## src/fifo_2w2r_pkg.sv

```systemverilog
package fifo_2w2r_pkg;

  // Width of one queue entry
  localparam int DWIDTH = 32;

  // Capacity of the whole queue, split evenly over two banks
  localparam int DEPTH     = 8;
  localparam int DEPTH_SUB = DEPTH / 2;

  // Bank pointer and occupancy widths
  localparam int PTR_W = $clog2(DEPTH_SUB);
  localparam int CNT_W = PTR_W + 1;

  // One strobe per lane
  typedef struct packed {
    logic lane1;
    logic lane0;
  } strobe_pair_t;

  // One entry per lane
  typedef struct packed {
    logic [DWIDTH-1:0] lane1;
    logic [DWIDTH-1:0] lane0;
  } data_pair_t;

  // Status of a single bank
  typedef struct packed {
    logic full;
    logic empty;
    logic half_full;
    // Empty and no strobe this cycle
    logic idle;
  } bank_status_t;

endpackage
```

## src/fifo_flopped_2w2r.sv

```systemverilog
`timescale 1ns/100ps

// Two-write two-read queue built from an even and an odd bank
module fifo_flopped_2w2r
  import fifo_2w2r_pkg::*;
(
  input  logic              clk,
  input  logic              rst_n,
  // Write lanes
  input  logic              push0,
  input  logic [DWIDTH-1:0] inData0,
  input  logic              push1,
  input  logic [DWIDTH-1:0] inData1,
  // Read lanes
  input  logic              pop0,
  output logic [DWIDTH-1:0] outData0,
  input  logic              pop1,
  output logic [DWIDTH-1:0] outData1,
  // Whole queue status
  output logic              fifo_halfFull,
  output logic              fifo_full,
  output logic              fifo_1left_to_full,
  output logic              fifo_empty,
  output logic              fifo_1left_to_empty,
  output logic              fifo_idle
);

  // Lane side pairs
  strobe_pair_t push_pair;
  strobe_pair_t pop_pair;
  data_pair_t   in_pair;
  data_pair_t   out_pair;

  // Bank side pairs, lane0 is the even bank
  strobe_pair_t bank_push;
  strobe_pair_t bank_pop;
  data_pair_t   bank_in;
  data_pair_t   bank_head;

  // Per bank status
  bank_status_t even_status;
  bank_status_t odd_status;

  // Pack the external lanes
  assign push_pair.lane0 = push0;
  assign push_pair.lane1 = push1;
  assign pop_pair.lane0  = pop0;
  assign pop_pair.lane1  = pop1;
  assign in_pair.lane0   = inData0;
  assign in_pair.lane1   = inData1;

  // Push side steering
  lane_steer push_steer (
    .clk      (clk),
    .rst_n    (rst_n),
    .lane_req (push_pair),
    .bank_req (bank_push),
    .data_in  (in_pair),
    .data_out (bank_in)
  );

  // Pop side steering
  // Head data goes in at the bank side and comes out on the lanes
  lane_steer pop_steer (
    .clk      (clk),
    .rst_n    (rst_n),
    .lane_req (pop_pair),
    .bank_req (bank_pop),
    .data_in  (bank_head),
    .data_out (out_pair)
  );

  // Entries 0, 2, 4, ...
  fifo_flopped fifo_even (
    .clk      (clk),
    .rst_n    (rst_n),
    .push     (bank_push.lane0),
    .in_data  (bank_in.lane0),
    .pop      (bank_pop.lane0),
    .out_data (bank_head.lane0),
    .status   (even_status)
  );

  // Entries 1, 3, 5, ...
  fifo_flopped fifo_odd (
    .clk      (clk),
    .rst_n    (rst_n),
    .push     (bank_push.lane1),
    .in_data  (bank_in.lane1),
    .pop      (bank_pop.lane1),
    .out_data (bank_head.lane1),
    .status   (odd_status)
  );

  // Oldest entry on lane 0
  assign outData0 = out_pair.lane0;
  assign outData1 = out_pair.lane1;

  // Status merge
  // Banks never differ by more than one entry
  assign fifo_full     = even_status.full && odd_status.full;
  assign fifo_halfFull = even_status.half_full && odd_status.half_full;
  assign fifo_empty    = even_status.empty && odd_status.empty;
  assign fifo_idle     = even_status.idle && odd_status.idle;

  // One bank full and the other one short
  assign fifo_1left_to_full  = even_status.full ^ odd_status.full;

  // One entry left in a single bank
  assign fifo_1left_to_empty = even_status.empty ^ odd_status.empty;

endmodule

```

## src/lane_steer.sv

```systemverilog
`timescale 1ns/100ps

// Lane crossbar with a swap flag that tracks bank parity
module lane_steer
  import fifo_2w2r_pkg::*;
(
  input  logic         clk,
  input  logic         rst_n,
  input  strobe_pair_t lane_req,
  output strobe_pair_t bank_req,
  input  data_pair_t   data_in,
  output data_pair_t   data_out
);

  // Set when the next entry belongs to the odd bank
  logic swap;
  logic swap_nxt;

  logic any_req;
  logic single_req;

  // Lane 0 alone moves the next entry to the other bank
  assign single_req = lane_req.lane0 && !lane_req.lane1;
  assign any_req    = lane_req.lane0 || lane_req.lane1;

  // Dual strobes keep the parity
  assign swap_nxt = single_req ? !swap : swap;

  // Flag only moves on cycles with activity
  always_ff @(posedge clk) begin
    if (!rst_n) begin
      swap <= 1'b0;
    end else if (any_req) begin
      swap <= swap_nxt;
    end
  end

  // Strobe crossbar
  always_comb begin
    if (swap) begin
      bank_req.lane0 = lane_req.lane1;
      bank_req.lane1 = lane_req.lane0;
    end else begin
      bank_req.lane0 = lane_req.lane0;
      bank_req.lane1 = lane_req.lane1;
    end
  end

  // Data crossbar
  // Same crossing both ways, so it also serves the pop side head data
  always_comb begin
    if (swap) begin
      data_out.lane0 = data_in.lane1;
      data_out.lane1 = data_in.lane0;
    end else begin
      data_out.lane0 = data_in.lane0;
      data_out.lane1 = data_in.lane1;
    end
  end

endmodule

```

## src/fifo_flopped.sv

```systemverilog
`timescale 1ns/100ps

// Single-lane flopped queue with show-ahead head entry
module fifo_flopped
  import fifo_2w2r_pkg::*;
(
  input  logic              clk,
  input  logic              rst_n,
  input  logic              push,
  input  logic [DWIDTH-1:0] in_data,
  input  logic              pop,
  output logic [DWIDTH-1:0] out_data,
  output bank_status_t      status
);

  // Storage
  logic [DWIDTH-1:0] mem [DEPTH_SUB];

  // Pointers and occupancy
  logic [PTR_W-1:0] wr_ptr;
  logic [PTR_W-1:0] rd_ptr;
  logic [CNT_W-1:0] count;

  // Qualified strobes
  logic push_ok;
  logic pop_ok;

  // Decoded occupancy
  logic is_full;
  logic is_empty;
  logic is_half;

  assign is_full  = (count == CNT_W'(DEPTH_SUB));
  assign is_empty = (count == '0);
  assign is_half  = (count >= CNT_W'(DEPTH_SUB / 2));

  // Push into a full bank or pop from an empty one is dropped
  assign push_ok = push && !is_full;
  assign pop_ok  = pop && !is_empty;

  // Entry write, no reset on the payload
  always_ff @(posedge clk) begin
    if (push_ok) begin
      mem[wr_ptr] <= in_data;
    end
  end

  // Write pointer
  always_ff @(posedge clk) begin
    if (!rst_n) begin
      wr_ptr <= '0;
    end else if (push_ok) begin
      // Depth is a power of two so the pointer wraps by itself
      wr_ptr <= wr_ptr + PTR_W'(1);
    end
  end

  // Read pointer
  always_ff @(posedge clk) begin
    if (!rst_n) begin
      rd_ptr <= '0;
    end else if (pop_ok) begin
      rd_ptr <= rd_ptr + PTR_W'(1);
    end
  end

  // Occupancy count
  always_ff @(posedge clk) begin
    if (!rst_n) begin
      count <= '0;
    end else begin
      case ({push_ok, pop_ok})
        2'b10: begin
          count <= count + CNT_W'(1);
        end
        2'b01: begin
          count <= count - CNT_W'(1);
        end
        default: begin
          // Push with pop, or nothing at all
          count <= count;
        end
      endcase
    end
  end

  // Show-ahead head, so a pop takes what is shown this cycle
  assign out_data = mem[rd_ptr];

  // Status flags from the registered count
  always_comb begin
    status.full      = is_full;
    status.empty     = is_empty;
    status.half_full = is_half;
    // Idle also looks at the live strobes
    status.idle      = is_empty && !push && !pop;
  end

endmodule

```

## config.mk

```make
export PLATFORM = sky130hd
export DESIGN_NAME = fifo_flopped_2w2r
export DESIGN_NICKNAME = d
export VERILOG_FILES = /design/src/fifo_2w2r_pkg.sv /design/src/fifo_flopped_2w2r.sv /design/src/lane_steer.sv /design/src/fifo_flopped.sv
export SDC_FILE = /design/constraint.sdc
export NUM_CORES = 1
export LEC_CHECK = 0
export ABC_CLOCK_PERIOD_IN_PS = 2800
export BUFFER_PORTS_ARGS = -buffer_cell sky130_fd_sc_hd__buf_2
export CORE_ASPECT_RATIO = 0.75
export CORE_MARGIN = 3
export CORE_UTILIZATION = 35
export CTS_BUF_LIST = sky130_fd_sc_hd__clkbuf_4 sky130_fd_sc_hd__clkbuf_8
export DETAILED_ROUTE_END_ITERATION = 16
export PLACE_DENSITY = 0.62
export SETUP_SLACK_MARGIN = 0.5
export SLEW_MARGIN = 20
export SYNTH_ARGS = -nofsm -noshare
export SYNTH_HDL_FRONTEND = slang
export SYNTH_SLANG_ARGS = --single-unit
```

## constraint.sdc

```tcl
create_clock -name clk -period 2.8 [get_ports clk]
set_input_delay 0.42 -clock clk [delete_from_list [all_inputs] [get_ports clk]]
set_output_delay 0.42 -clock clk [all_outputs]
set_load 0.005 [all_outputs]
```

==> run_results.csv <==
group,metric,value,unit
route,wl_per_cell,21.3,um
worst_hold_path,classification_of_the_worst_slack_hold_path,"input pin to flop",
global_routing,antenna_found_initial,0,
clock_tree,cts_max_level,2,
placed_design,buffer_ports.inserted,139,
sta,final-max-slew-violation-count,0,
pwr,power.ir.vdd_worst,339,uV
placed_design,routabilityCongestion,0.685,
worst_setup_path,critPathCapture,"outData1[30]",
layout,layout.area.seq,8120,um^2
layout,combined_area_of_the_multi_input_logic_cells,3670,um^2
worst_setup_path,cp.required,2.38,ns
synthesis,synthesis.yosys.warnings,0,
run,timing.max_cap.violations,0,
sta,hold_viol,0,
synthesis,ys_seq_area_frac,0.667,
sta,post-route-min-period,2.57,ns
sta,timing.slew.headroom,0.502,
route,drt-vias-per-instance,4.96,
synthesis,syn-num-nets,690,
clock_tree,clkLatencyLatePin,0.55,ns
worst_setup_path,worst_setup_path_start_kind,"flop",
layout,drive_gt1_frac,0.539,
die,initial_util,0.358,
global_routing,total_global_routing_overflow,0,
clock_tree,ctsLongestPathBuffers,3,
clock_tree,postCtsHoldBufs,0,
placed_design,dp_cells,1183,
pwr,p_leak,4.91,nW
clock_tree,cts_tree,"yes",
sta,clock-skew-final,0.0173,ns
synthesis,synth-edff-count,256,
clock_tree,cts_root_buffer,"clkbuf_8",
synthesis,synthCells,606,
die,floorplan.die.width,221,um
layout,fillerInstances,3053,
route,drcViolationCount,0,
sta,max_slew.worst_pin.slew,0.747,ns
global_routing,via_count_of_the_first_global_routing_pass,6626,
layout,layout_stage_area_growth_over_the_synthesis_result,18.6,%
clock_tree,clkTransAtPathRegs,0.06,ns
global_routing,grt_first_pass_wirelength,41000,um
synthesis,asyncSetResetFlopFracSynth,0,
worst_setup_path,r2r-end,"fifo_even.count[2]",
sta,hold_ws,0.235,ns
placed_design,hpwlAfterDp,17000,um
die,floorplan.io_pins,140,
layout,mostFrequentLayoutCell,"edfxtp_1",
route,drt_first_iter_violations,461,
sta,final_period_util,0.919,
synthesis,synth_adder_area_share,0.0157,
synthesis,post_synth_and_or_nand_nor_area_fraction,0.0171,
die,core.rowCount,58,
synthesis,synth_top_family_by_area,"multiplexers",
run_status,run_status,"complete, no violations",
clock_tree,cts.sinks,276,
worst_setup_path,setup.worst_path.class,"flop to primary output",
sta,setup_failing_eps_final,0,
layout,utilization,0.425,
worst_setup_path,setup.worst_path.end_class,"primary output",
route,drt_pass_1_iters,4,
layout,n_antenna_cell,0,
route,antenna_nets_post_route,0,
synthesis,fraction_of_the_mapped_netlist_area_in_compound_gates,0.0110,
global_routing,grt_start_max_net_pins,56,
synthesis,synth.distinct_cells,28,
worst_setup_path,worstReg2RegStart,"fifo_even.count[2]",
die,coreArea,33800,um^2
synthesis,post_synth_instance_area,12100,um^2
layout,most_frequent_cells_in_the_layout,"edfxtp_1 (256), buf_2 (139), mux2_2 (130), mux4_2 (44), clkbuf_8 (44)",
synthesis,proportion_of_synthesized_area_in_mux_cells,0.263,
pwr,power.density_cell_area,823,nW/um^2
worst_setup_path,critPathArrivalTime,2.15,ns
clock_tree,cts_buffers,43,
die,design.die.area,36900,um^2
worst_setup_path,path_max_fanout,12,
route,drt-total-wl,27100,um
synthesis,ys_seq_elements,276,
global_routing,grt.total_usage,0.145,
sta,maxClockFrequency,389,MHz
layout,finish.cell_count_without_fillers,1274,
synthesis,synth_flop_cell,"edfxtp_1",
worst_setup_path,worst_r2r_path_depth,10,
route,routed-via-count,6318,
sta,finalSetupTns,0,ns
synthesis,parity_gate_share_of_the_synthesized_area_counting_xor_and_xnor_cells,0.00434,
layout,final_net_count,873,
synthesis,average_footprint_of_a_synthesized_cell,20.0,um^2
die,die-height,167,um
worst_setup_path,r2r_setup_slack,0.55,ns
sta,grt_setup_unrepaired,"yes",
## Yosys cell counts, types with 8 or more instances
library cell  count  area, um^2
edfxtp_1        256        7690
mux2_2          130        1460
mux4_1           64        1680
dfxtp_1          20         400
inv_1            16        60.1
a21oi_1          14        70.1
buf_2            12        60.1
ha_1             12         150
nor2_1           12        45.0
and3_1            9        56.3
buf_6             8        90.1
o21ai_0           8        40.0
## cells by family (layout without fill, tap and decap cells)
| group | Yosys count | after routing |
|---|---|---|
| AO/OA/AOI/OAI | 25 | 25 |
| multiplexers | 198 | 198 |
| AND/OR/NAND/NOR | 38 | 38 |
| adder cells (fa/ha/maj) | 14 | 14 |
| flip-flops | 276 | 276 |
| XOR/XNOR | 6 | 6 |
| buffers and inverters | 49 | 267 |
## registers in the layout, summed over array words and instances, names as in the netlist, named ones only
signal            count
fifo_odd.mem        128
pop_steer.swap        1
fifo_even.mem       128
fifo_even.wr_ptr      2
fifo_even.rd_ptr      2
fifo_even.count       3
fifo_odd.count        3
fifo_odd.wr_ptr       2
push_steer.swap       1
fifo_odd.rd_ptr       2
## routing by layer
metal	share of wire	global-route usage	vias up	routed length (um)
met5	0	0	-	0
li1	-	-	2853	-
met4	0.014	0.0369	0	369
met2	0.46	0.227	156	12400
met3	0.044	0.0312	30	1210
met1	0.49	0.208	3279	13200
## how the worst min path moves through the flow
stage,start,endpoint,slack (ns),depth (start not counted)
after detailed placement,fifo_odd.rd_ptr[1],flop,0.47,2
final,inData0[21],fifo_odd.mem[3][21],0.24,2
after floorplan,fifo_even.rd_ptr[1],flop,0.45,2
after CTS,inData0[8],fifo_even.mem[1][8],0.19,2
after global routing,inData1[4],fifo_even.mem[0][4],0.21,2
after global placement,fifo_odd.rd_ptr[1],flop,0.47,2
## timing repair
action | CTS | global route
setup endpoints to repair | 66 | 68
endpoints found under the hold margin | 0 | 0
pin swaps | 1 | 6
gates resized for setup | 43 | 31
gates cloned | 1 | 0
setup buffers | 2 | 8
## worst max-delay path, cell delays in order, from the launching register on
cell,delay (ns)
dfxtp_4,0.41
buf_12,0.19
mux4_1,0.58
mux2_2,0.28
buf_2,0.13
## layout make-up
class	count	share of cell area
Clock buffer	59	0.0500
Clock inverter	21	0.00688
Inverter	17	0.00479
Multi-Input combinational cell	281	0.255
Sequential cell	276	0.565
Tap cell	450	0.0392
Timing Repair Buffer	170	0.0784
## report_power, final
group	leakage, nW	total (mW)	internal, mW	switching, mW
registers	2.52	5.25	5.07	0.182
clock network	0.434	3.20	1.67	1.53
logic	1.96	3.37	1.75	1.62
## stage by stage
step	total power [mW]	setup slack, ns	instance area [um^2]
floorplan	7.22	0.529	12200
global placement	8.39	0.558	13500
detailed placement	8.45	0.465	13500
CTS	11.9	0.179	14300
global route	12.5	0.145	14400
finish	11.8	0.226	14400
No activity file was read; power rests on OpenSTA's default activity.
